$ cat config.mk
export PLATFORM = sky130hd
export DESIGN_NAME = coherent_bus
export DESIGN_NICKNAME = d
export VERILOG_FILES = /design/src/bus_cfg_pkg.sv /design/src/bus_pkt_pkg.sv /design/src/arb_if.sv /design/src/fifo_if.sv /design/src/id_fifo.sv /design/src/lru_arbiter.sv /design/src/snoop_merge.sv /design/src/bus_ctrl.sv /design/src/coherent_bus.sv
export SDC_FILE = /design/constraint.sdc
export NUM_CORES = 1
export LEC_CHECK = 0
export BUFFER_PORTS_ARGS = -buffer_cell sky130_fd_sc_hd__clkbuf_2
export CORE_AREA = 2 2 683 685
export DETAILED_ROUTE_END_ITERATION = 10
export DIE_AREA = 0 0 685 687
export GPL_TIMING_DRIVEN = 0
export PLACE_DENSITY_LB_ADDON = 0.25
export SYNTH_ARGS = -nofsm -noshare
export SYNTH_HDL_FRONTEND = slang
export SYNTH_HIERARCHICAL = 1
export SYNTH_SLANG_ARGS = --single-unit
export TNS_END_PERCENT = 1
$ cat constraint.sdc
create_clock -name clk_i -period 9.9 [get_ports clk_i]
set_input_delay 1.98 -clock clk_i [delete_from_list [all_inputs] [get_ports clk_i]]
set_output_delay 1.98 -clock clk_i [all_outputs]
set_load 0.02 [all_outputs]
$ cat src/bus_cfg_pkg.sv
`default_nettype none

package bus_cfg_pkg;

    // system sizes
    localparam int NUM_CACHES = 4;
    localparam int CACHE_ID_W = $clog2(NUM_CACHES);

    // one bus beat carries a whole block
    localparam int BEAT_WORDS = 4;
    localparam int BEAT_W     = BEAT_WORDS * 32;

    localparam int ADDR_W = 32;

    typedef logic [CACHE_ID_W-1:0] cache_id_t;
    typedef logic [BEAT_W-1:0]     beat_t;

endpackage

`default_nettype wire

$ cat src/bus_pkt_pkg.sv
`default_nettype none

package bus_pkt_pkg;

    import bus_cfg_pkg::*;

    // request kinds a cache can post to the bus
    typedef enum logic [1:0] {
        req_ld_shared,
        req_ld_exclusive,
        req_up_exclusive,
        req_write_back
    } bus_req_t;

    // wdata is only meaningful for write-backs
    typedef struct packed {
        bus_req_t            req_type;
        logic [ADDR_W-1:0]   addr;
        beat_t               wdata;
    } bus_pkt_t;

endpackage

`default_nettype wire

$ cat src/arb_if.sv
`timescale 1ns/1ps
`default_nettype none

interface arb_if
    import bus_cfg_pkg::*;
();

    logic      grant_valid;
    cache_id_t grant_id;
    logic      grant_take;
    logic      release_valid;
    cache_id_t release_id;

    modport arb (
        output grant_valid, grant_id,
        input  grant_take, release_valid, release_id
    );

    modport ctrl (
        input  grant_valid, grant_id,
        output grant_take, release_valid, release_id
    );

endinterface

`default_nettype wire

$ cat src/fifo_if.sv
`timescale 1ns/1ps
`default_nettype none

interface fifo_if
    import bus_cfg_pkg::*;
();

    logic      wr;
    cache_id_t wdata;
    logic      rd;
    cache_id_t rdata;
    logic      full;
    logic      empty;

    modport queue (
        input  wr, wdata, rd,
        output rdata, full, empty
    );

    modport user (
        output wr, wdata, rd,
        input  rdata, full, empty
    );

endinterface

`default_nettype wire

$ cat src/id_fifo.sv
`timescale 1ns/1ps
`default_nettype none

module id_fifo
    import bus_cfg_pkg::*;
(
    input  logic  clk_i,
    input  logic  nreset_i,
    fifo_if.queue q
);

    cache_id_t           mem_r [NUM_CACHES];
    cache_id_t           wr_ptr_r;
    cache_id_t           rd_ptr_r;
    logic [CACHE_ID_W:0] count_r;
    logic                do_wr;
    logic                do_rd;

    assign q.full  = count_r == (CACHE_ID_W + 1)'(NUM_CACHES);
    assign q.empty = count_r == '0;
    assign q.rdata = mem_r[rd_ptr_r];

    // a read frees a slot for a write in the same cycle
    assign do_rd = q.rd & ~q.empty;
    assign do_wr = q.wr & (~q.full | do_rd);

    always_ff @(posedge clk_i) begin
        if (do_wr) begin
            mem_r[wr_ptr_r] <= q.wdata;
        end
    end

    always_ff @(posedge clk_i) begin
        if (nreset_i) begin
            wr_ptr_r <= '0;
            rd_ptr_r <= '0;
            count_r  <= '0;
        end else begin
            if (do_wr) begin
                wr_ptr_r <= wr_ptr_r + cache_id_t'(1);
            end
            if (do_rd) begin
                rd_ptr_r <= rd_ptr_r + cache_id_t'(1);
            end
            if (do_wr && !do_rd) begin
                count_r <= count_r + 1'b1;
            end else if (do_rd && !do_wr) begin
                count_r <= count_r - 1'b1;
            end
        end
    end

endmodule

`default_nettype wire

$ cat src/lru_arbiter.sv
`timescale 1ns/1ps
`default_nettype none

module lru_arbiter
    import bus_cfg_pkg::*;
(
    input  logic                  clk_i,
    input  logic                  nreset_i,
    input  logic [NUM_CACHES-1:0] cb_valid_i,
    arb_if.arb                    a
);

    // rank 0 is the highest priority
    cache_id_t [NUM_CACHES-1:0] rank_r;
    logic [NUM_CACHES-1:0]      pend_r;
    logic [NUM_CACHES-1:0]      req;
    logic [NUM_CACHES-1:0]      take_mask;
    logic [NUM_CACHES-1:0]      rel_mask;
    cache_id_t                  best_rank;
    cache_id_t                  best_id;
    logic                       found;
    logic                       take;

    // caches with an entry already queued are not eligible
    assign req = cb_valid_i & ~pend_r;

    always_comb begin
        found     = 1'b0;
        best_rank = '1;
        best_id   = '0;
        for (int c = 0; c < NUM_CACHES; c++) begin
            if (req[c] && (!found || rank_r[c] < best_rank)) begin
                found     = 1'b1;
                best_rank = rank_r[c];
                best_id   = cache_id_t'(c);
            end
        end
    end

    assign a.grant_valid = found;
    assign a.grant_id    = best_id;
    assign take          = a.grant_valid & a.grant_take;

    always_comb begin
        for (int c = 0; c < NUM_CACHES; c++) begin
            take_mask[c] = take & (best_id == cache_id_t'(c));
            rel_mask[c]  = a.release_valid & (a.release_id == cache_id_t'(c));
        end
    end

    always_ff @(posedge clk_i) begin
        if (nreset_i) begin
            for (int c = 0; c < NUM_CACHES; c++) begin
                rank_r[c] <= cache_id_t'(c);
            end
            pend_r <= '0;
        end else begin
            if (take) begin
                // winner drops to the back, the ones behind it move up
                for (int c = 0; c < NUM_CACHES; c++) begin
                    if (take_mask[c]) begin
                        rank_r[c] <= cache_id_t'(NUM_CACHES - 1);
                    end else if (rank_r[c] > best_rank) begin
                        rank_r[c] <= rank_r[c] - cache_id_t'(1);
                    end
                end
            end
            pend_r <= (pend_r & ~rel_mask) | take_mask;
        end
    end

endmodule

`default_nettype wire

$ cat src/snoop_merge.sv
`timescale 1ns/1ps
`default_nettype none

module snoop_merge
    import bus_cfg_pkg::*;
(
    input  logic                     clk_i,
    input  logic                     nreset_i,
    input  logic                     tx_begin_i,
    input  logic                     tx_end_i,
    input  logic [NUM_CACHES-1:0]    sb_wait_i,
    input  logic [NUM_CACHES-1:0]    sb_hit_i,
    input  logic [NUM_CACHES-1:0]    sb_valid_i,
    input  beat_t [NUM_CACHES-1:0]   sb_data_i,
    output logic                     wait_any_o,
    output logic                     fwd_any_o,
    output beat_t                    fwd_data_o,
    output logic                     shared_o
);

    logic active_r;
    logic shared_r;

    // a snooper that already drives data is no longer waiting
    assign wait_any_o = |(sb_wait_i & ~sb_valid_i);
    assign fwd_any_o  = |sb_valid_i;
    assign shared_o   = shared_r;

    // at most one snooper forwards, so the last match is the only one
    always_comb begin
        fwd_data_o = '0;
        for (int c = 0; c < NUM_CACHES; c++) begin
            if (sb_valid_i[c]) begin
                fwd_data_o = sb_data_i[c];
            end
        end
    end

    always_ff @(posedge clk_i) begin
        if (nreset_i) begin
            active_r <= 1'b0;
            shared_r <= 1'b0;
        end else begin
            if (tx_end_i) begin
                active_r <= 1'b0;
            end else if (tx_begin_i) begin
                active_r <= 1'b1;
            end
            if (tx_begin_i) begin
                shared_r <= |sb_hit_i;
            end else if (active_r && |sb_hit_i) begin
                shared_r <= 1'b1;
            end
        end
    end

endmodule

`default_nettype wire

$ cat src/bus_ctrl.sv
`timescale 1ns/1ps
`default_nettype none

module bus_ctrl
    import bus_cfg_pkg::*;
    import bus_pkt_pkg::*;
(
    input  logic                     clk_i,
    input  logic                     nreset_i,
    input  logic [NUM_CACHES-1:0]    cb_valid_i,
    input  bus_pkt_t [NUM_CACHES-1:0] cb_pkt_i,
    output logic [NUM_CACHES-1:0]    cb_yumi_o,
    output logic [NUM_CACHES-1:0]    cb_valid_o,
    output logic                     cb_ld_ex_o,
    output beat_t                    cb_data_o,
    output logic [NUM_CACHES-1:0]    sb_valid_o,
    output logic                     sb_tx_begin_o,
    output bus_pkt_t                 sb_pkt_o,
    input  logic                     wait_any_i,
    input  logic                     fwd_any_i,
    input  beat_t                    fwd_data_i,
    input  logic                     shared_i,
    output logic                     tx_begin_o,
    output logic                     tx_end_o,
    input  logic                     mem_ready_i,
    output logic                     mem_valid_o,
    output logic                     mem_we_o,
    output logic [ADDR_W-1:0]        mem_addr_o,
    output beat_t                    mem_wdata_o,
    input  logic                     mem_valid_i,
    input  beat_t                    mem_data_i,
    arb_if.ctrl                      a,
    fifo_if.user                     oq,
    fifo_if.user                     iq
);

    typedef enum logic [1:0] {s_ready, s_wait, s_fwd, s_mem} state_t;

    state_t                state_r;
    state_t                state_n;
    cache_id_t             tx_id;
    bus_pkt_t              cur_pkt;
    bus_req_t              grant_req;
    logic [NUM_CACHES-1:0] tx_sel;
    logic                  is_up;
    logic                  is_wb;
    logic                  tx_begin;
    logic                  tx_active;
    logic                  settled;
    logic                  up_done;
    logic                  wb_done;
    logic                  fwd_done;
    logic                  rd_go;
    logic                  resp_done;
    logic                  tx_done;
    logic                  grant_is_load;

    // the transaction in progress is always the head of the out-queue
    assign tx_id     = oq.rdata;
    assign cur_pkt   = cb_pkt_i[tx_id];
    assign is_up     = cur_pkt.req_type == req_up_exclusive;
    assign is_wb     = cur_pkt.req_type == req_write_back;
    assign tx_begin  = (state_r == s_ready) & ~oq.empty;
    assign tx_active = (state_r != s_ready) | tx_begin;
    assign settled   = (state_r == s_wait) & ~wait_any_i;

    // a memory reply owns the response bus and the release port that cycle
    assign up_done   = settled & is_up & ~mem_valid_i;
    assign wb_done   = settled & is_wb & mem_ready_i & ~mem_valid_i;
    assign fwd_done  = (state_r == s_fwd) & mem_ready_i & ~mem_valid_i;
    assign rd_go     = (state_r == s_mem) & mem_ready_i & (~iq.full | iq.rd);
    assign resp_done = up_done | fwd_done;
    assign tx_done   = resp_done | wb_done | rd_go;

    always_comb begin
        state_n = state_r;
        case (state_r)
            s_ready: if (tx_begin) state_n = s_wait;
            s_wait: begin
                if (tx_done) begin
                    state_n = s_ready;
                end else if (settled && !is_up && !is_wb) begin
                    state_n = fwd_any_i ? s_fwd : s_mem;
                end
            end
            s_fwd:   if (fwd_done) state_n = s_ready;
            s_mem:   if (rd_go) state_n = s_ready;
            default: state_n = s_ready;
        endcase
    end

    always_ff @(posedge clk_i) begin
        if (nreset_i) begin
            state_r <= s_ready;
        end else begin
            state_r <= state_n;
        end
    end

    // memory side, forwarded data goes to memory as well
    assign mem_valid_o = wb_done | fwd_done | rd_go;
    assign mem_we_o    = (state_r == s_fwd) | ((state_r == s_wait) & is_wb);
    assign mem_addr_o  = cur_pkt.addr;
    assign mem_wdata_o = (state_r == s_fwd) ? fwd_data_i : cur_pkt.wdata;

    // queues
    assign grant_req     = cb_pkt_i[a.grant_id].req_type;
    assign grant_is_load = (grant_req == req_ld_shared) | (grant_req == req_ld_exclusive);
    assign a.grant_take  = a.grant_valid & (~oq.full | oq.rd)
                         & (~grant_is_load | ~iq.full | iq.rd);
    assign oq.wr         = a.grant_take;
    assign oq.wdata      = a.grant_id;
    assign oq.rd         = tx_done;
    assign iq.wr         = rd_go;
    assign iq.wdata      = tx_id;
    assign iq.rd         = mem_valid_i;

    assign a.release_valid = mem_valid_i | resp_done | wb_done;
    assign a.release_id    = mem_valid_i ? iq.rdata : tx_id;

    always_comb begin
        for (int c = 0; c < NUM_CACHES; c++) begin
            tx_sel[c]     = tx_id == cache_id_t'(c);
            sb_valid_o[c] = tx_active & ~tx_sel[c];
            cb_yumi_o[c]  = tx_done & tx_sel[c] & cb_valid_i[c];
            cb_valid_o[c] = (mem_valid_i & (iq.rdata == cache_id_t'(c)))
                          | (resp_done & tx_sel[c]);
        end
    end

    assign cb_data_o     = mem_valid_i ? mem_data_i : fwd_data_i;
    assign cb_ld_ex_o    = ~shared_i;
    assign sb_pkt_o      = tx_active ? cur_pkt : '0;
    assign sb_tx_begin_o = tx_begin;
    assign tx_begin_o    = tx_begin;
    assign tx_end_o      = tx_done;

endmodule

`default_nettype wire

$ cat src/coherent_bus.sv
`timescale 1ns/1ps
`default_nettype none

module coherent_bus
    import bus_cfg_pkg::*;
    import bus_pkt_pkg::*;
(
    input  logic                      clk_i,
    input  logic                      nreset_i,
    input  logic [NUM_CACHES-1:0]     cb_valid_i,
    input  bus_pkt_t [NUM_CACHES-1:0] cb_pkt_i,
    output logic [NUM_CACHES-1:0]     cb_yumi_o,
    input  logic [NUM_CACHES-1:0]     sb_wait_i,
    input  logic [NUM_CACHES-1:0]     sb_hit_i,
    input  logic [NUM_CACHES-1:0]     sb_valid_i,
    input  beat_t [NUM_CACHES-1:0]    sb_data_i,
    output logic [NUM_CACHES-1:0]     sb_valid_o,
    output logic                      sb_tx_begin_o,
    output bus_pkt_t                  sb_pkt_o,
    input  logic                      mem_ready_i,
    output logic                      mem_valid_o,
    output logic                      mem_we_o,
    output logic [ADDR_W-1:0]         mem_addr_o,
    output beat_t                     mem_wdata_o,
    input  logic                      mem_valid_i,
    input  beat_t                     mem_data_i,
    output logic [NUM_CACHES-1:0]     cb_valid_o,
    output logic                      cb_ld_ex_o,
    output beat_t                     cb_data_o
);

    logic  wait_any;
    logic  fwd_any;
    beat_t fwd_data;
    logic  shared;
    logic  tx_begin;
    logic  tx_end;

    arb_if  arb_bus ();
    fifo_if out_q ();
    fifo_if in_q ();

    lru_arbiter u_arbiter (
        .clk_i, .nreset_i, .cb_valid_i, .a(arb_bus.arb)
    );

    // ids waiting for their bus transaction
    id_fifo u_out_fifo (.clk_i, .nreset_i, .q(out_q.queue));

    // ids waiting for their memory reply
    id_fifo u_in_fifo (.clk_i, .nreset_i, .q(in_q.queue));

    snoop_merge u_snoop (
        .clk_i, .nreset_i,
        .tx_begin_i(tx_begin), .tx_end_i(tx_end),
        .sb_wait_i, .sb_hit_i, .sb_valid_i, .sb_data_i,
        .wait_any_o(wait_any), .fwd_any_o(fwd_any),
        .fwd_data_o(fwd_data), .shared_o(shared)
    );

    bus_ctrl u_ctrl (
        .clk_i, .nreset_i, .cb_valid_i, .cb_pkt_i, .cb_yumi_o,
        .cb_valid_o, .cb_ld_ex_o, .cb_data_o,
        .sb_valid_o, .sb_tx_begin_o, .sb_pkt_o,
        .wait_any_i(wait_any), .fwd_any_i(fwd_any),
        .fwd_data_i(fwd_data), .shared_i(shared),
        .tx_begin_o(tx_begin), .tx_end_o(tx_end),
        .mem_ready_i, .mem_valid_o, .mem_we_o, .mem_addr_o, .mem_wdata_o,
        .mem_valid_i, .mem_data_i,
        .a(arb_bus.ctrl), .oq(out_q.user), .iq(in_q.user)
    );

endmodule

`default_nettype wire

==> results.yml <==
detailed_routing:
  viasPerCell: 2.45
  wl_um: 317000
  drcViolationCount: 0
  vias: 23400
  drt_iter0_drc: 2112
  wl_per_cell_um: 33.2
  ant_nets: 0
  dr.pass1.iters: 7
critical_path:
  path_common_cell: "buf_2"
  r2r-end: "u_arbiter/rank_r[0]$_SDFFE_PP0P_"
  path_delay_family: "buffers and inverters"
  cp_max_fo: 10
  regToRegSetupSlack_ps: 4500
  critPathArrivalTime_ps: 6290
  cp_slowest_cell: "or4b_4"
  crit_required_ps: 7920
  critPathKind: "input port to output pin"
  r2r_cells: 10
  critPathCaptureType: "output pin"
  crit_buf_inv: 4
  max_stage_delay_ps: 720
  path_cells: "buf_2 -> buf_2 -> buf_4 -> o221ai_1 -> or4b_4 -> o22a_1 -> o32ai_1 -> clkbuf_2"
  cp-start-kind: "input port"
place:
  io_buffers: 1772
  placed_cells: 9447
  gp_congestion: 0.940
  place_hpwl_um: 300000
sta:
  timing.final.crit_share: 0.836
  slew_headroom: 0.0276
  layout_min_cycle_time_ps: 8270
  final_hold_viol_count: 0
  fin_skew_ps: 6.62
  tightest_slew_ps: 1460
  setup_tns_ps: 0
  setup_viol: 0
  fmax_mhz: 121
  rsz0062_at_grt: "no"
  slew_viol_final: 0
finish:
  seq_area_um2: 1160
  layout-drive-gt1-share: 0.751
  num-fill-cells: 54700
  stdcell_count: 9530
  nets: 4604
  syn_to_final_growth_pct: 125
  multi_input_area_um2: 12300
floorplan:
  fp-row-count: 250
  pin_count: 1774
  start_util: 0.0308
  core-area_um2: 463000
  die_area_um2: 471000
  fp.dieW_um: 685
  die_h_um: 687
synthesis:
  synth_fp_nets: 2790
  yosysWarningCount: 6
  syn_area_um2: 14200
  synthCells: 1466
  synth.avg_cell_area_um2: 9.71
pwr:
  total_power_mw: 9.02
  comb_power_share: 0.941
  p_leak_nw: 12.7
  switchingPower_mw: 6.22
  irDropWorstVdd_v: 0.000196
  p_seq_frac: 0.037
  p_clk_frac: 0.021
  p_int_mw: 2.80
  powerDensity_nw_per_um2: 281
  power_switching_share: 0.690
min_path:
  hold_start: "u_arbiter/pend_r[3]$_SDFF_PP0_"
  hp-class: "flip-flop to flip-flop"
  holdPathStages: 2
  worstHoldEndpoint: "u_arbiter/pend_r[3]$_SDFF_PP0_"
outcome:
  status: "completed"
clocking:
  cts-root-buf: "clkbuf_16"
  cts_buffer_depth: 2
  postCtsSetupBuffers: 0
  hold_buffers: 0
  clk_latency_ps: 310
  cts_buffers: 5
  cts_tree: "yes"
  h-tree-depth: 2
  clk_pin_slew_ps: 80
  cts_resized: 0
  clock-sinks: 50
global_routing:
  grt_pass1_vias: 23000
  grt_start_max_net_pins: 19
  grt_overflow: 0
  grt_pass1_wl_um: 366000
  antenna_found_initial: 225
  track_usage: 0.128
flow_run:
  max_cap_viol_count: 0
## worst register-to-register path, stage by stage (launching register included)
cell       delay, ps
dfxtp_1          340
mux4_2           340
clkbuf_1         790
mux4_2           640
or4b_4           580
o21ai_2          450
o221a_2          320
a21boi_0         830
clkbuf_1         550
nor2_1           150
a2111oi_4        320
## worst max path at each step
| stage | startpoint | to | slack, ps | cells past startpoint |
|---|---|---|---|---|
| after floorplan | sb_valid_i[3] | cb_valid_o[0] | 3930 | 8 |
| final | sb_valid_i[1] | cb_valid_o[0] | 1630 | 8 |
| after CTS | sb_valid_i[1] | cb_valid_o[3] | 1370 | 8 |
| after global placement | mem_valid_i | cb_valid_o[1] | -470 | 7 |
| after detailed placement | sb_valid_i[1] | cb_valid_o[3] | 1390 | 8 |
| after global routing | sb_valid_i[1] | cb_valid_o[3] | 1510 | 8 |
## layout make-up
| cell class | instances | area share |
|---|---|---|
| Antenna cell | 75 | 0.00585 |
| Clock buffer | 5 | 0.00390 |
| Sequential cell | 50 | 0.0362 |
| Multi-Input combinational cell | 1216 | 0.383 |
| Inverter | 27 | 0.00316 |
| Buffer | 173 | 0.0275 |
| Clock inverter | 3 | 0.000898 |
| Timing Repair Buffer | 1807 | 0.298 |
| Tap cell | 6174 | 0.241 |
## registers in the layout, summed over array words and instances (netlist names), 3 cells and up, named ones only
register,cells
u_out_fifo/count_r,3
u_arbiter/rank_r,8
u_out_fifo/mem_r,8
u_arbiter/pend_r,4
u_in_fifo/count_r,3
u_in_fifo/mem_r,8
## cell usage in the layout (no fill, tap or decap), types with 16 or more instances in the layout
master / instances
a21oi_1: 69
buf_2: 53
inv_1: 27
a22oi_2: 40
clkbuf_1: 69
o22ai_1: 127
diode_2: 75
nor2b_1: 165
mux2_2: 256
dfxtp_1: 34
clkbuf_2: 1782
a22oi_1: 88
a21oi_2: 61
buf_8: 20
nor2_1: 48
edfxtp_1: 16
nand2_1: 20
mux4_2: 167
## routing by layer
| layer | routed length, µm | part of all wire | vias to the layer above | track usage |
|---|---|---|---|---|
| met4 | 8370 | 0.026 | 64 | 0.0277 |
| met5 | 402 | 0.0013 | - | 0 |
| met2 | 147000 | 0.46 | 1710 | 0.211 |
| met1 | 135000 | 0.43 | 11700 | 0.164 |
| li1 | - | - | 9584 | - |
| met3 | 26300 | 0.083 | 328 | 0.0365 |
## power groups by stage
stage                     registers, mW  logic (mW)  clock network (mW)
after detailed placement          0.342        8.80                   0
after CTS                         0.338        8.84               0.201
after global routing              0.346        8.91               0.208
final                             0.337        8.49               0.190
after floorplan                   0.324        3.77                   0
after global placement            0.344        8.74                   0
## stage by stage
stage	cell area (µm²)	util	hold slack, ps	worst slack [ps]
finish	32100	0.0693	519	1630
global route	31900	0.0691	545	1510
CTS	31900	0.0689	513	1370
detailed placement	31700	0.0686	498	1390
global placement	30800	0.0666	484	-466
floorplan	14200	-	448	3930
(Power assumes the default switching activity.)
